==> src/common/scurvePkg.sv <==
package scurvePkg;

  //////////////////////////////////////////////////
  // Run settings and slow-control image
  //////////////////////////////////////////////////

  typedef struct packed {
    logic       singleChn;    // 1: one channel, 0: all 64
    logic [5:0] testChn;
    logic       ctestInject;  // 1: test pin, 0: input pin
    logic [9:0] startDac;
    logic [9:0] endDac;
    logic [9:0] dacStep;
    logic [2:0] asicNumber;   // Chained ASICs to load
    logic       unmaskAll;
  } scanParamT;

  typedef struct packed {
    logic [63:0]  ctestChn;    // One-hot test pin select
    logic [9:0]   dacCode;     // LSB first on the ASIC side
    logic [191:0] discriMask;  // Three per channel, 1 enables
    logic         forceExtRaz;
  } scConfigT;

  localparam int SC_BITS = $bits(scConfigT);

  localparam scConfigT SC_CONFIG_IDLE = '{
    ctestChn:    '0,
    dacCode:     '0,
    discriMask:  '1,
    forceExtRaz: 1'b0
  };

  // Stream words
  localparam logic [15:0] SCURVE_HEADER     = 16'h5343;  // "SC"
  localparam logic [15:0] SCURVE_TAIL       = 16'hFF45;
  localparam logic [7:0]  CHN_TAG_SINGLE    = 8'h43;     // "C"
  localparam logic [7:0]  CHN_TAG_ALL       = 8'h63;     // "c"
  localparam logic [15:0] CHN_WORD_UNMASKED = 16'h43FF;
  localparam logic [3:0]  DAC_TAG           = 4'hD;

  // Settle delay shortened from 40000 cycles
  localparam int SC_SETTLE_CYCLES = 64;
  localparam int TRIG_WINDOW      = 32;
  localparam int TRIG_FIFO_DEPTH  = 4;
  localparam int USB_FIFO_DEPTH   = 16;

  // Counter widths and terminal counts
  localparam int SC_CNT_W     = $clog2(SC_BITS);
  localparam int SETTLE_CNT_W = $clog2(SC_SETTLE_CYCLES);
  localparam int WINDOW_CNT_W = $clog2(TRIG_WINDOW);
  localparam logic [SC_CNT_W-1:0]     SC_LAST_BIT = SC_CNT_W'(SC_BITS - 1);
  localparam logic [SETTLE_CNT_W-1:0] SETTLE_LAST = SETTLE_CNT_W'(SC_SETTLE_CYCLES - 1);
  localparam logic [WINDOW_CNT_W-1:0] WINDOW_LAST = WINDOW_CNT_W'(TRIG_WINDOW - 1);

endpackage

==> src/rtl/syncFifo.sv <==
module syncFifo #(
  parameter int DEPTH = 4  // Power of two
) (
  input  logic        Clk,
  input  logic        reset_n,
  input  logic        wrEn,
  input  logic [15:0] wrData,
  input  logic        rdEn,
  output logic [15:0] rdData,
  output logic        full,
  output logic        empty
);

  logic [15:0]              mem [DEPTH];
  logic [$clog2(DEPTH)-1:0] wrPtr;
  logic [$clog2(DEPTH)-1:0] rdPtr;
  logic [$clog2(DEPTH):0]   count;  // Occupancy, 0 to DEPTH
  logic                     doWrite;
  logic                     doRead;

  assign doWrite = wrEn && !full;  // Drop when full
  assign doRead  = rdEn && !empty;

  always_ff @(posedge Clk) begin
    if (doWrite) mem[wrPtr] <= wrData;
  end

  // Pointers wrap on their own
  always_ff @(posedge Clk or negedge reset_n) begin
    if (!reset_n) begin
      wrPtr <= '0;
      rdPtr <= '0;
      count <= '0;
    end else begin
      if (doWrite) wrPtr <= wrPtr + 1'b1;
      if (doRead) rdPtr <= rdPtr + 1'b1;
      case ({doWrite, doRead})
        2'b10:   count <= count + 1'b1;
        2'b01:   count <= count - 1'b1;
        default: count <= count;
      endcase
    end
  end

  assign rdData = mem[rdPtr];  // First word falls through
  assign full   = count[$clog2(DEPTH)];
  assign empty  = (count == '0);

  noWriteWhenFull: assert property (@(posedge Clk) disable iff (!reset_n)
    wrEn |-> !full);

  noReadWhenEmpty: assert property (@(posedge Clk) disable iff (!reset_n)
    rdEn |-> !empty);

endmodule

==> src/rtl/triggerCounter.sv <==
module triggerCounter (
  input  logic        Clk,
  input  logic        reset_n,
  input  logic        windowStart,
  input  logic        trigger,
  output logic [15:0] fifoWord,
  output logic        fifoWr,
  output logic        windowDone
);

  logic                                counting;
  logic [scurvePkg::WINDOW_CNT_W-1:0]  winCnt;
  logic [15:0]                         trigCount;
  logic [15:0]                         nextCount;
  logic                                lastSample;

  assign nextCount  = trigCount + {15'd0, trigger};
  assign lastSample = counting && (winCnt == scurvePkg::WINDOW_LAST);

  always_ff @(posedge Clk or negedge reset_n) begin
    if (!reset_n) begin
      counting   <= 1'b0;
      winCnt     <= '0;
      trigCount  <= '0;
      fifoWr     <= 1'b0;
      windowDone <= 1'b0;
    end else begin
      fifoWr     <= lastSample;
      windowDone <= fifoWr;  // One cycle behind the FIFO write
      if (windowStart && !counting) begin
        counting  <= 1'b1;
        winCnt    <= '0;
        trigCount <= '0;
      end else if (counting) begin
        trigCount <= nextCount;
        winCnt    <= winCnt + 1'b1;
        if (lastSample) counting <= 1'b0;
      end
    end
  end

  // Count word includes the final sample
  always_ff @(posedge Clk) begin
    if (lastSample) fifoWord <= nextCount;
  end

endmodule

==> src/rtl/scParamLoader.sv <==
module scParamLoader (
  input  logic                Clk,
  input  logic                reset_n,
  input  logic                scLoad,
  input  scurvePkg::scConfigT scConfig,
  output logic                srData,
  output logic                srEn,
  output logic                configDone
);

  logic [scurvePkg::SC_BITS-1:0]  shiftReg;
  logic [scurvePkg::SC_CNT_W-1:0] bitCnt;
  logic                           busy;

  // Snapshot, then MSB first
  always_ff @(posedge Clk) begin
    if (scLoad && !busy) begin
      shiftReg <= scConfig;
    end else if (busy) begin
      shiftReg <= shiftReg << 1;
    end
  end

  always_ff @(posedge Clk or negedge reset_n) begin
    if (!reset_n) begin
      busy       <= 1'b0;
      bitCnt     <= '0;
      configDone <= 1'b0;
    end else begin
      configDone <= 1'b0;
      if (scLoad && !busy) begin
        busy   <= 1'b1;
        bitCnt <= '0;
      end else if (busy) begin
        bitCnt <= bitCnt + 1'b1;
        if (bitCnt == scurvePkg::SC_LAST_BIT) begin  // Last bit on the line now
          busy       <= 1'b0;
          configDone <= 1'b1;
        end
      end
    end
  end

  assign srEn   = busy;
  assign srData = busy & shiftReg[scurvePkg::SC_BITS-1];

  noReloadWhileBusy: assert property (@(posedge Clk) disable iff (!reset_n)
    scLoad |-> !busy);

endmodule

==> src/scanControl/scurveScanControl.sv <==
module scurveScanControl (
  input  logic                 Clk,
  input  logic                 reset_n,
  input  logic                 testStart,
  input  scurvePkg::scanParamT scanParam,
  input  logic                 configDone,
  input  logic                 windowDone,
  input  logic [15:0]          trigData,
  input  logic                 trigEmpty,
  input  logic                 usbFull,
  input  logic                 transmitDone,
  output scurvePkg::scConfigT  scConfig,
  output logic                 scLoad,
  output logic                 windowStart,
  output logic                 trigRdEn,
  output logic [15:0]          usbWord,
  output logic                 usbWrEn,
  output logic                 testDone
);

  typedef enum logic [4:0] {
    IDLE, HEADER, CHANNEL, DAC, LOAD, LOAD_WAIT, SETTLE, WINDOW, WINDOW_WAIT,
    DRAIN, DRAIN_RD, DRAIN_WR, NEXT_POINT, NEXT_CHN, TAIL, TAIL_WAIT, DONE
  } stateT;

  stateT                  state;
  scurvePkg::scanParamT   runParam;  // Captured at start
  logic [5:0]             chn;
  logic [9:0]             dacCode;
  logic [2:0]             asicCnt;
  logic [scurvePkg::SETTLE_CNT_W-1:0] settleCnt;
  logic [3:0]             tailCnt;
  logic [15:0]            pendWord;  // Count word waiting for USB room
  logic                   canWrite;
  logic [15:0]            chnWord;
  logic [63:0]            ctestVec;
  logic [191:0]           maskVec;

  // ASIC takes the DAC code LSB first
  function automatic logic [9:0] bitReverse(input logic [9:0] code);
    logic [9:0] rev;
    for (int i = 0; i < 10; i++) begin
      rev[i] = code[9-i];
    end
    return rev;
  endfunction

  // No write right after a write, so usbFull is always current
  assign canWrite = !usbFull && !usbWrEn;

  always_comb begin
    ctestVec = runParam.ctestInject ? (64'd1 << chn) : 64'd0;
    maskVec  = runParam.unmaskAll ? {192{1'b1}} : (192'd7 << (8'd3 * chn));
    if (runParam.unmaskAll) begin
      chnWord = scurvePkg::CHN_WORD_UNMASKED;
    end else if (runParam.singleChn) begin
      chnWord = {scurvePkg::CHN_TAG_SINGLE, 2'b00, chn};
    end else begin
      chnWord = {scurvePkg::CHN_TAG_ALL, 2'b00, chn};
    end
  end

  //////////////////////////////////////////////////
  // Scan FSM
  //////////////////////////////////////////////////

  always_ff @(posedge Clk or negedge reset_n) begin
    if (!reset_n) begin
      state       <= IDLE;
      runParam    <= '0;
      chn         <= '0;
      dacCode     <= '0;
      asicCnt     <= '0;
      settleCnt   <= '0;
      tailCnt     <= '0;
      pendWord    <= '0;
      usbWord     <= '0;
      scConfig    <= scurvePkg::SC_CONFIG_IDLE;
      scLoad      <= 1'b0;
      windowStart <= 1'b0;
      trigRdEn    <= 1'b0;
      usbWrEn     <= 1'b0;
      testDone    <= 1'b0;
    end else begin
      scLoad      <= 1'b0;  // Strobes default low
      windowStart <= 1'b0;
      trigRdEn    <= 1'b0;
      usbWrEn     <= 1'b0;
      case (state)
        IDLE: begin
          if (!testStart) begin  // Abort clears the run
            chn       <= '0;
            dacCode   <= '0;
            asicCnt   <= '0;
            settleCnt <= '0;
            tailCnt   <= '0;
            scConfig  <= scurvePkg::SC_CONFIG_IDLE;
            testDone  <= 1'b0;
          end else begin
            runParam <= scanParam;
            chn      <= scanParam.singleChn ? scanParam.testChn : 6'd0;
            state    <= HEADER;
          end
        end
        HEADER: if (canWrite) begin
          usbWord <= scurvePkg::SCURVE_HEADER;
          usbWrEn <= 1'b1;
          state   <= CHANNEL;
        end
        CHANNEL: if (canWrite) begin
          usbWord             <= chnWord;
          usbWrEn             <= 1'b1;
          scConfig.ctestChn   <= ctestVec;
          scConfig.discriMask <= maskVec;
          dacCode             <= runParam.startDac;
          state               <= DAC;
        end
        DAC: if (canWrite) begin
          usbWord          <= {scurvePkg::DAC_TAG, 2'b00, dacCode};
          usbWrEn          <= 1'b1;
          scConfig.dacCode <= bitReverse(dacCode);
          asicCnt          <= '0;
          state            <= LOAD;
        end
        LOAD: begin
          if (asicCnt == runParam.asicNumber) begin
            state <= WINDOW;
          end else begin
            scLoad               <= 1'b1;
            scConfig.forceExtRaz <= 1'b1;
            asicCnt              <= asicCnt + 1'b1;
            state                <= LOAD_WAIT;
          end
        end
        LOAD_WAIT: if (configDone) begin
          settleCnt <= '0;
          state     <= SETTLE;
        end
        SETTLE: begin
          if (settleCnt == scurvePkg::SETTLE_LAST) begin
            scConfig.forceExtRaz <= 1'b0;
            state                <= LOAD;
          end else begin
            settleCnt <= settleCnt + 1'b1;
          end
        end
        WINDOW: begin
          windowStart <= 1'b1;
          state       <= WINDOW_WAIT;
        end
        WINDOW_WAIT: if (windowDone) state <= DRAIN;
        DRAIN: begin
          if (trigEmpty) begin
            state <= NEXT_POINT;
          end else begin
            trigRdEn <= 1'b1;
            state    <= DRAIN_RD;
          end
        end
        DRAIN_RD: begin
          pendWord <= trigData;
          state    <= DRAIN_WR;
        end
        DRAIN_WR: if (canWrite) begin
          usbWord <= pendWord;
          usbWrEn <= 1'b1;
          state   <= DRAIN;
        end
        NEXT_POINT: begin
          if (dacCode == runParam.endDac) begin
            state <= NEXT_CHN;
          end else begin
            dacCode <= dacCode + runParam.dacStep;
            state   <= DAC;
          end
        end
        NEXT_CHN: begin
          if (runParam.singleChn || chn == 6'd63) begin
            state <= TAIL;
          end else begin
            chn   <= chn + 1'b1;
            state <= CHANNEL;
          end
        end
        TAIL: if (canWrite) begin
          usbWord <= scurvePkg::SCURVE_TAIL;
          usbWrEn <= 1'b1;
          tailCnt <= '0;
          state   <= TAIL_WAIT;
        end
        TAIL_WAIT: begin  // Give the host time to pull the tail
          if (tailCnt == 4'd15) begin
            testDone <= 1'b1;
            state    <= DONE;
          end else begin
            tailCnt <= tailCnt + 1'b1;
          end
        end
        DONE: if (transmitDone) begin
          testDone <= 1'b0;
          state    <= IDLE;
        end
        default: state <= IDLE;
      endcase
    end
  end

  usbNoOverflow: assert property (@(posedge Clk) disable iff (!reset_n)
    usbWrEn |-> !usbFull);

  scLoadPulse: assert property (@(posedge Clk) disable iff (!reset_n)
    scLoad |=> !scLoad);

endmodule

==> src/rtl/scurveTestTop.sv <==
module scurveTestTop (
  input  logic                 Clk,
  input  logic                 reset_n,
  input  logic                 testStart,
  input  scurvePkg::scanParamT scanParam,
  input  logic                 trigger,
  input  logic                 usbRd,
  input  logic                 transmitDone,
  output scurvePkg::scConfigT  scConfig,
  output logic                 srData,
  output logic                 srEn,
  output logic [15:0]          usbData,
  output logic                 usbEmpty,
  output logic                 testDone
);

  logic        windowStart;
  logic        windowDone;
  logic [15:0] cntWord;
  logic        cntWr;
  logic [15:0] trigData;
  logic        trigEmpty;
  logic        trigRdEn;
  logic        scLoad;
  logic        configDone;
  logic [15:0] usbWord;
  logic        usbWrEn;
  logic        usbFull;

  //////////////////////////////////////////////////
  // Input side
  //////////////////////////////////////////////////

  triggerCounter triggerCounter_i (
    .Clk        (Clk),
    .reset_n    (reset_n),
    .windowStart(windowStart),
    .trigger    (trigger),
    .fifoWord   (cntWord),
    .fifoWr     (cntWr),
    .windowDone (windowDone)
  );

  syncFifo #(.DEPTH(scurvePkg::TRIG_FIFO_DEPTH)) trigFifo_i (
    .Clk    (Clk),
    .reset_n(reset_n),
    .wrEn   (cntWr),
    .wrData (cntWord),
    .rdEn   (trigRdEn),
    .rdData (trigData),
    .full   (),         // Drained before every window
    .empty  (trigEmpty)
  );

  //////////////////////////////////////////////////
  // Scan control and slow control
  //////////////////////////////////////////////////

  scurveScanControl scurveScanControl_i (
    .Clk         (Clk),
    .reset_n     (reset_n),
    .testStart   (testStart),
    .scanParam   (scanParam),
    .configDone  (configDone),
    .windowDone  (windowDone),
    .trigData    (trigData),
    .trigEmpty   (trigEmpty),
    .usbFull     (usbFull),
    .transmitDone(transmitDone),
    .scConfig    (scConfig),
    .scLoad      (scLoad),
    .windowStart (windowStart),
    .trigRdEn    (trigRdEn),
    .usbWord     (usbWord),
    .usbWrEn     (usbWrEn),
    .testDone    (testDone)
  );

  scParamLoader scParamLoader_i (
    .Clk       (Clk),
    .reset_n   (reset_n),
    .scLoad    (scLoad),
    .scConfig  (scConfig),
    .srData    (srData),
    .srEn      (srEn),
    .configDone(configDone)
  );

  // Output side where the host pulls words
  syncFifo #(.DEPTH(scurvePkg::USB_FIFO_DEPTH)) usbFifo_i (
    .Clk    (Clk),
    .reset_n(reset_n),
    .wrEn   (usbWrEn),
    .wrData (usbWord),
    .rdEn   (usbRd),
    .rdData (usbData),
    .full   (usbFull),
    .empty  (usbEmpty)
  );

endmodule

==> config.mk <==
export PLATFORM = sky130hd
export DESIGN_NAME = scurveTestTop
export DESIGN_NICKNAME = d
export VERILOG_FILES = /design/src/common/scurvePkg.sv /design/src/rtl/syncFifo.sv /design/src/rtl/triggerCounter.sv /design/src/rtl/scParamLoader.sv /design/src/scanControl/scurveScanControl.sv /design/src/rtl/scurveTestTop.sv
export SDC_FILE = /design/constraint.sdc
export NUM_CORES = 1
export LEC_CHECK = 0
export BUFFER_PORTS_ARGS = -buffer_cell sky130_fd_sc_hd__buf_2
export CORE_UTILIZATION = 45
export DETAILED_ROUTE_END_ITERATION = 10
export SLEW_MARGIN = 30
export SYNTH_ARGS = -nofsm -noshare
export SYNTH_HDL_FRONTEND = slang
export SYNTH_SLANG_ARGS = --single-unit
==> constraint.sdc <==
create_clock -name Clk -period 12.25 [get_ports Clk]
set_input_delay 1.225 -clock Clk [delete_from_list [all_inputs] [get_ports Clk]]
set_output_delay 1.225 -clock Clk [all_outputs]
set_load 0.02 [all_outputs]
==> results of run 1 <==
==> state kept, by name (all words and copies together), names as in the netlist, 10 cells and up <==
name,flops
scParamLoader_i.shiftReg,267
trigFifo_i.mem,64
triggerCounter_i.fifoWord,16
usbFifo_i.mem,256
scurveScanControl_i.usbWord,16
scurveScanControl_i.pendWord,16
triggerCounter_i.trigCount,16
scurveScanControl_i.scConfig,139
scurveScanControl_i.runParam,36
scurveScanControl_i.dacCode,10
==> layer usage <==
layer,track usage,part of all wire,wire length (um)
met1,0.303,0.44,40900
met2,0.330,0.47,43600
met3,0.0303,0.055,5030
met4,0.0676,0.026,2430
met5,0,0.00030,28
==> worst register-to-register path, cell delays in order (launching register included) <==
cell,delay [ns]
dfrtp_1,0.62
nor2_1,0.55
nand3_1,0.41
o22ai_4,0.26
buf_4,0.46
buf_4,0.72
nor2_1,0.12
a31oi_1,0.17
==> cell families after synthesis <==
| group | Yosys count |
|---|---|
| flops | 904 |
| mux | 161 |
| simple gates | 1132 |
| xor+xnor | 50 |
| compound gates | 326 |
| fa+ha+maj | 41 |
| buf+inv | 314 |
==> metrics by stage <==
step | cell area [um^2] | utilization | worst slack (ns) | instances
6_report | 43600 | 0.520 | 7.77 | 4339
3_5_place_dp | 40200 | 0.479 | 8.13 | 4156
2_1_floorplan | 38200 | - | 5.59 | 2928
5_1_grt | 43600 | 0.520 | 7.58 | 4339
4_1_cts | 43500 | 0.519 | 7.41 | 4335
3_3_place_gp | 40200 | 0.479 | 8.17 | 4156
==> cell type report <==
type | instances | share of cell area
clock buffers | 114 | 0.0593
clock inverters | 65 | 0.0164
inverters | 29 | 0.00267
multi-input cells | 1710 | 0.250
flip-flops and latches | 904 | 0.591
well taps | 1134 | 0.0326
repair buffers | 383 | 0.0487
==> synthesized netlist by cell type, drive strengths merged, types with 8 or more instances <==
master,instances,area share
a21oi,40,0.0052
a22o,80,0.018
a31oi,80,0.013
and2,10,0.0016
buf,173,0.031
clkbuf,112,0.011
dfrtp,237,0.16
dfstp,64,0.044
edfxtp,603,0.47
ha,38,0.012
inv,26,0.0026
mux2,56,0.017
mux2i,9,0.0024
mux4,96,0.057
nand2,843,0.083
nand2b,12,0.0020
nand3,34,0.0045
nand4,9,0.0015
nor2,138,0.014
nor2b,19,0.0031
nor3,24,0.0040
nor4,8,0.0015
o21ai,71,0.0093
xnor2,24,0.0055
xor2,26,0.0060
==> worst max-delay path by stage <==
stage,slack [ns],endpoint
floorplan,5.59,scParamLoader_i.bitCnt[2]
global route,7.58,usbData[7]
CTS,7.41,usbData[6]
global placement,8.17,usbData[6]
detailed placement,8.13,usbData[6]
finish,7.77,usbData[6]
==> power groups by stage <==
stage | Clock (uW) | Combinational, uW | Sequential, uW
3_5_place_dp | 0 | 304 | 3400
3_3_place_gp | 0 | 296 | 3400
2_1_floorplan | 0 | 272 | 3320
6_report | 2990 | 299 | 3330
5_1_grt | 3170 | 326 | 3340
4_1_cts | 3050 | 305 | 3340
==> impl_metrics.py, run 1 <==
metrics = {
    "drt": {
        "viasPerCell": 5.41,
        "drt_wl_total_mm": 92.0,
        "drc": 0,
        "first_pass_iters": 6,
        "wl_per_cell_um": 21.2,
        "drt_iter0_markers": 2021,
        "ant_nets": 0,
        "num_vias": 23474,
    },
    "worst_hold_path": {
        "hold_class": "reg -> reg",
        "min_from": "triggerCounter_i.fifoWr",
        "whs_path_depth": 0,
        "holdPathEnd": "triggerCounter_i.windowDone",
    },
    "critical_path": {
        "cp_top_family": "multiplexers",
        "reg2reg_depth": 7,
        "timing.rr.start": "scurveScanControl_i.state[0]",
        "cp.arrival_ns": 3.26,
        "worst-setup-path-type": "reg -> out",
        "critPathCaptureType": "output pin",
        "r2r-end": "scurveScanControl_i.scConfig[42]",
        "critPathMaxStageDelay_ns": 0.67,
        "startpoint": "usbFifo_i.rdPtr[0]",
        "crit_fanout": 48,
        "cp_num_buf_inv": 2,
        "path_cells": "buf_6, mux4_2, mux4_2, buf_2",
        "critPathRequiredTime_ns": 11.02,
        "r2r_setup_slack_ns": 8.83,
        "crit_path_frequent_cell": "mux4_2",
        "path_depth": 4,
        "startpoint_type": "flip-flop",
        "critPathSlowestCell": "dfrtp_4",
    },
    "synthesis": {
        "synth_xor_area_frac": 0.0115,
        "synthAdderAreaFrac": 0.0140,
        "syn_inst": 2928,
        "synth_nets": 3017,
        "muxShareOfSynthArea": 0.0755,
        "synth_compound_area_frac": 0.0579,
        "synth_warnings": 0,
        "synth_seq_cells": 904,
        "ys_seq_area_frac": 0.674,
        "synth-edff-count": 603,
        "ys.flop_type": "edfxtp_1",
        "yosysUniqueCellTypes": 74,
        "async_flop_share": 0.333,
        "synth_area_per_cell_um2": 13.0,
        "netlist_area_um2": 38200,
        "synth-simple-area-share": 0.123,
        "synth_top_family_by_area": "simple AND/OR/NAND/NOR gates",
    },
    "clock_tree": {
        "clk_latency_ns": 0.66,
        "hold_buffers": 0,
        "numCtsBuffers": 95,
        "htreeDepth": 3,
        "cts_resized": 0,
        "cts_root_buf": "clkbuf_16",
        "cts_buffer_depth": 3,
        "cts_tree": "yes",
        "cts.clk_slew.worst_paths_ns": 0.06,
        "cts_sinks": 904,
        "cts_setup_buffers": 0,
    },
    "pwr": {
        "power.share.clock": 0.451,
        "intPower_uw": 5160,
        "vdd_drop_max_uv": 116,
        "pwr_density_cell_nw_per_um2": 152,
        "switchingPower_uw": 1460,
        "seq_power_share": 0.504,
        "power.total_uw": 6620,
        "pwr-share-comb": 0.045,
        "swShare": 0.220,
        "leakagePower_uw": 0.0158,
    },
    "floorplanning": {
        "die_y_um": 293,
        "die_area_um2": 86000,
        "rows": 106,
        "die_w_um": 293,
        "initial_utilization": 0.455,
        "io_pins": 335,
        "core_um2": 83800,
    },
    "global_routing": {
        "grt.total_usage": 0.210,
        "grt_max_degree": 171,
        "grt_pass1_wl_mm": 139,
        "grt-ovfl-total": 0,
        "antenna_found_initial": 2,
        "grt_pass1_vias": 22849,
    },
    "flow_run": {
        "maxCapViolCount": 0,
    },
    "timing": {
        "worst_pin_slew_ns": 0.940,
        "hold_viol": 0,
        "setup_violations": 0,
        "rsz0062_at_grt": "no",
        "final.setup.tns_ns": 0,
        "post-route-min-period_ns": 4.48,
        "finClkSkew_ns": 0.0400,
        "report.final.slew_viol_count": 0,
        "slew_headroom": 0.373,
        "hold_slack_ns": 0.415,
        "max_freq_mhz": 223,
        "fin_crit_sh": 0.366,
    },
    "final_layout": {
        "n_fill_cell": 7233,
        "ff_latch_area_um2": 25700,
        "drive_gt1_frac": 0.249,
        "antenna_cells": 0,
        "final_common_cell": "nand2_1",
        "layout.cells.most_common_list": "nand2_1, edfxtp_1, buf_2",
        "multiInputGateArea_um2": 10900,
        "layout.nets": 3212,
        "synthToLayoutAreaGrowth_pct": 14.2,
    },
    "placed_design": {
        "dp_hpwl_mm": 57.9,
        "port_buffers": 334,
        "place.gp.congestion": 0.838,
    },
    "run_status": {
        "status": "finished, final reports clean",
    },
}
Power figures use the tool's default switching activity.
==> inputs of run 2 (changes only) <==
- ABC_AREA: unset -> 1
- clock period: 12.25 -> 4.25 ns (I/O delays scaled with it)
==> impl_metrics.py, run 2 <==
metrics = {
    "run_status": {
        "status": "finished, final reports clean",
    },
    "clock_tree": {
        "cts_sinks": 904,
        "cts.clk_slew.worst_paths_ns": 0.06,
        "htreeDepth": 3,
        "cts_tree": "yes",
        "cts_buffer_depth": 3,
        "clk_latency_ns": 0.68,
        "numCtsBuffers": 95,
        "cts_root_buf": "clkbuf_16",
        "cts_setup_buffers": 0,
    },
    "final_layout": {
        "fin_util": 0.516,
        "antenna_cells": 0,
        "n_fill_cell": 7761,
        "synthToLayoutAreaGrowth_pct": 13.6,
        "reg_top3": "scParamLoader_i.shiftReg x267, usbFifo_i.mem x256, scurveScanControl_i.scConfig x139",
        "largest-register": "scParamLoader_i.shiftReg",
        "layout.cells.non_filler": 5197,
        "layout.cells.most_common_list": "nand2_1, edfxtp_1, nor2_1",
        "largest_reg_flops": 267,
        "final_common_cell": "nand2_1",
        "layout.nets": 4048,
        "drive_gt1_frac": 0.157,
    },
    "floorplanning": {
        "initial_utilization": 0.454,
        "io_pins": 335,
        "rows": 108,
        "die_y_um": 298,
        "die_area_um2": 88600,
        "core_um2": 86600,
        "die_w_um": 298,
    },
    "synthesis": {
        "synth-edff-count": 603,
        "yosysUniqueCellTypes": 52,
        "synth_top_family_by_area": "simple AND/OR/NAND/NOR gates",
        "ys_seq_area_frac": 0.654,
        "ys.flop_type": "edfxtp_1",
        "synth.area.top_cells": "edfxtp_1, dfrtp_1, nand2_1",
        "synth_xor_area_frac": 0.00757,
        "synth_compound_area_frac": 0.0822,
        "synth_top_cell_by_area": "edfxtp_1",
        "synth_nets": 3848,
        "synth_warnings": 0,
        "synth_seq_cells": 904,
        "yosysTopAreaCellShare": 0.461,
        "syn_inst": 3759,
        "synth-simple-area-share": 0.179,
        "muxShareOfSynthArea": 0.000509,
        "synth_area_per_cell_um2": 10.5,
        "synthAdderAreaFrac": 0.0136,
        "yosys-top-cells-count": "nand2_1, edfxtp_1, nor2_1, o21ai_0, dfrtp_1",
        "synth.most_common_cell": "nand2_1",
        "async_flop_share": 0.333,
        "netlist_area_um2": 39300,
    },
    "global_routing": {
        "grt_pass1_vias": 25201,
        "grt_max_degree": 148,
        "grt_pass1_wl_mm": 154,
        "grt-ovfl-total": 0,
        "grt.total_usage": 0.226,
        "antenna_found_initial": 2,
    },
    "drt": {
        "drt_iter0_markers": 2419,
        "ant_nets": 0,
        "viasPerCell": 5.25,
        "drt_wl_total_mm": 101,
        "first_pass_iters": 7,
        "drc": 0,
        "num_vias": 27266,
        "wl_per_cell_um": 19.5,
    },
    "critical_path": {
        "critPathMaxStageDelay_ns": 0.77,
        "path_cells": "buf_4, buf_4, o21ai_0, o211ai_1, o211ai_1, nand2_1, buf_2",
        "critPathCaptureType": "output pin",
        "startpoint_type": "flip-flop",
        "reg2reg_depth": 8,
        "r2r-end": "scurveScanControl_i.scConfig[264]",
        "r2r_setup_slack_ns": 1.44,
        "crit_fanout": 100,
        "critPathRequiredTime_ns": 3.83,
        "cp_num_buf_inv": 3,
        "worst-setup-path-type": "reg -> out",
        "timing.rr.start": "scurveScanControl_i.state[2]",
        "critPathSlowestCell": "buf_4",
        "cp_top_family": "buffers and inverters",
        "cp.arrival_ns": 3.19,
    },
    "placed_design": {
        "port_buffers": 334,
        "place_inst": 4985,
        "place.gp.congestion": 0.874,
        "dp_hpwl_mm": 63.9,
        "pre_cts_ws_ns": 1.37,
    },
    "worst_hold_path": {
        "min_from": "scanParam[2]",
        "whs_path_depth": 3,
        "holdPathEnd": "scurveScanControl_i.runParam[2]",
        "hold_class": "in -> reg",
    },
    "timing": {
        "rsz0062_at_grt": "no",
        "max_freq_mhz": 276,
        "setup_violations": 0,
        "slew_headroom": 0.321,
        "post-route-min-period_ns": 3.62,
        "report.final.slew_viol_count": 0,
        "worst_pin_slew_ns": 1.02,
        "hold_viol": 0,
        "fin_crit_sh": 0.852,
        "finClkSkew_ns": 0.0402,
        "fin_ws_ns": 0.630,
    },
    "pwr": {
        "vdd_drop_max_uv": 492,
        "pwr_density_cell_nw_per_um2": 722,
        "power.total_uw": 32300,
        "leakagePower_uw": 0.0188,
    },
    "flow_run": {
        "maxCapViolCount": 0,
    },
}
[run 2: cell types whose count changed in the layout (fill, tap and decap cells not counted), moves of 32 or more]
cell,before,now
o21ai_0,69,287
o31ai_1,7,57
a31oi_1,80,9
mux4_2,96,0
nand3_1,34,153
nor2_1,119,353
nand2_1,839,1150
a22o_1,80,6
o21a_1,2,57
dlygate4sd3_1,0,32
o211ai_1,2,65
inv_1,25,159
mux2_2,56,0
[run 2: per-stage QoR]
step / setup TNS (ns) / area (um^2) / hold slack, ns
global placement: 0 / 41200 / 0.360
finish: 0 / 44700 / 0.0224
CTS: 0 / 44700 / 0.000925
global route: 0 / 44700 / 0.0157
detailed placement: 0 / 41200 / 0.389
floorplan: -236.35 / 39300 / 0.129
[run 2: how the worst max path moves through the flow]
stage / from / endpoint / cells after the start
3_5_place_dp: usbFifo_i.rdPtr[0] / usbData[13] / 7
5_1_grt: usbFifo_i.rdPtr[0] / usbData[3] / 7
3_3_place_gp: usbFifo_i.rdPtr[0] / usbData[13] / 7
4_1_cts: usbFifo_i.rdPtr[0] / usbData[13] / 7
6_report: usbFifo_i.rdPtr[0] / usbData[13] / 7
2_1_floorplan: scParamLoader_i.srEn / scParamLoader_i.shiftReg[0] / 3
[run 2: area by class of cell]
type | instances | area (um^2) | area share
flip-flops and latches | 904 | 25700 | 0.576
multi-input cells | 2368 | 11200 | 0.251
clock buffers | 141 | 2710 | 0.0607
repair buffers | 418 | 2470 | 0.0553
well taps | 1155 | 1450 | 0.0324
inverters | 172 | 668 | 0.0150
clock inverters | 39 | 449 | 0.0101
[run 2: where the power goes]
part,switching (uW),total [uW],internal [uW]
combinational,6640,9420,2780
sequential,1710,14500,12800
clock,3570,8340,4770
total,11900,32300,20300
[run 2: logic make-up (layout without fill, tap and decap cells)]
group / after synthesis / in the layout
simple gates: 1753 / 1753
flops: 904 / 904
compound gates: 538 / 538
buf+inv: 487 / 770
fa+ha+maj: 41 / 41
xor+xnor: 34 / 34
mux: 2 / 2
[run 2: what timing repair did]
item / 4_1_cts / 5_1_grt
endpoints found under the hold margin: 68 / 0
resized for setup: 0 / 0
endpoints found under the setup margin: 0 / 0
hold buffers: 32 / 0
[run 2: per-layer routing]
metal	vias up	GRT usage	routed length [um]
li1	12984	-	-
met1	13316	0.336	46700
met2	819	0.338	45700
met3	145	0.0362	6260
met4	2	0.0692	2560
met5	-	0	9
[run 2: tightest hold or removal path, cell delays in order]
cell	delay [ns]
buf_2	0.12
nand2_1	0.06
nand2_1	0.05
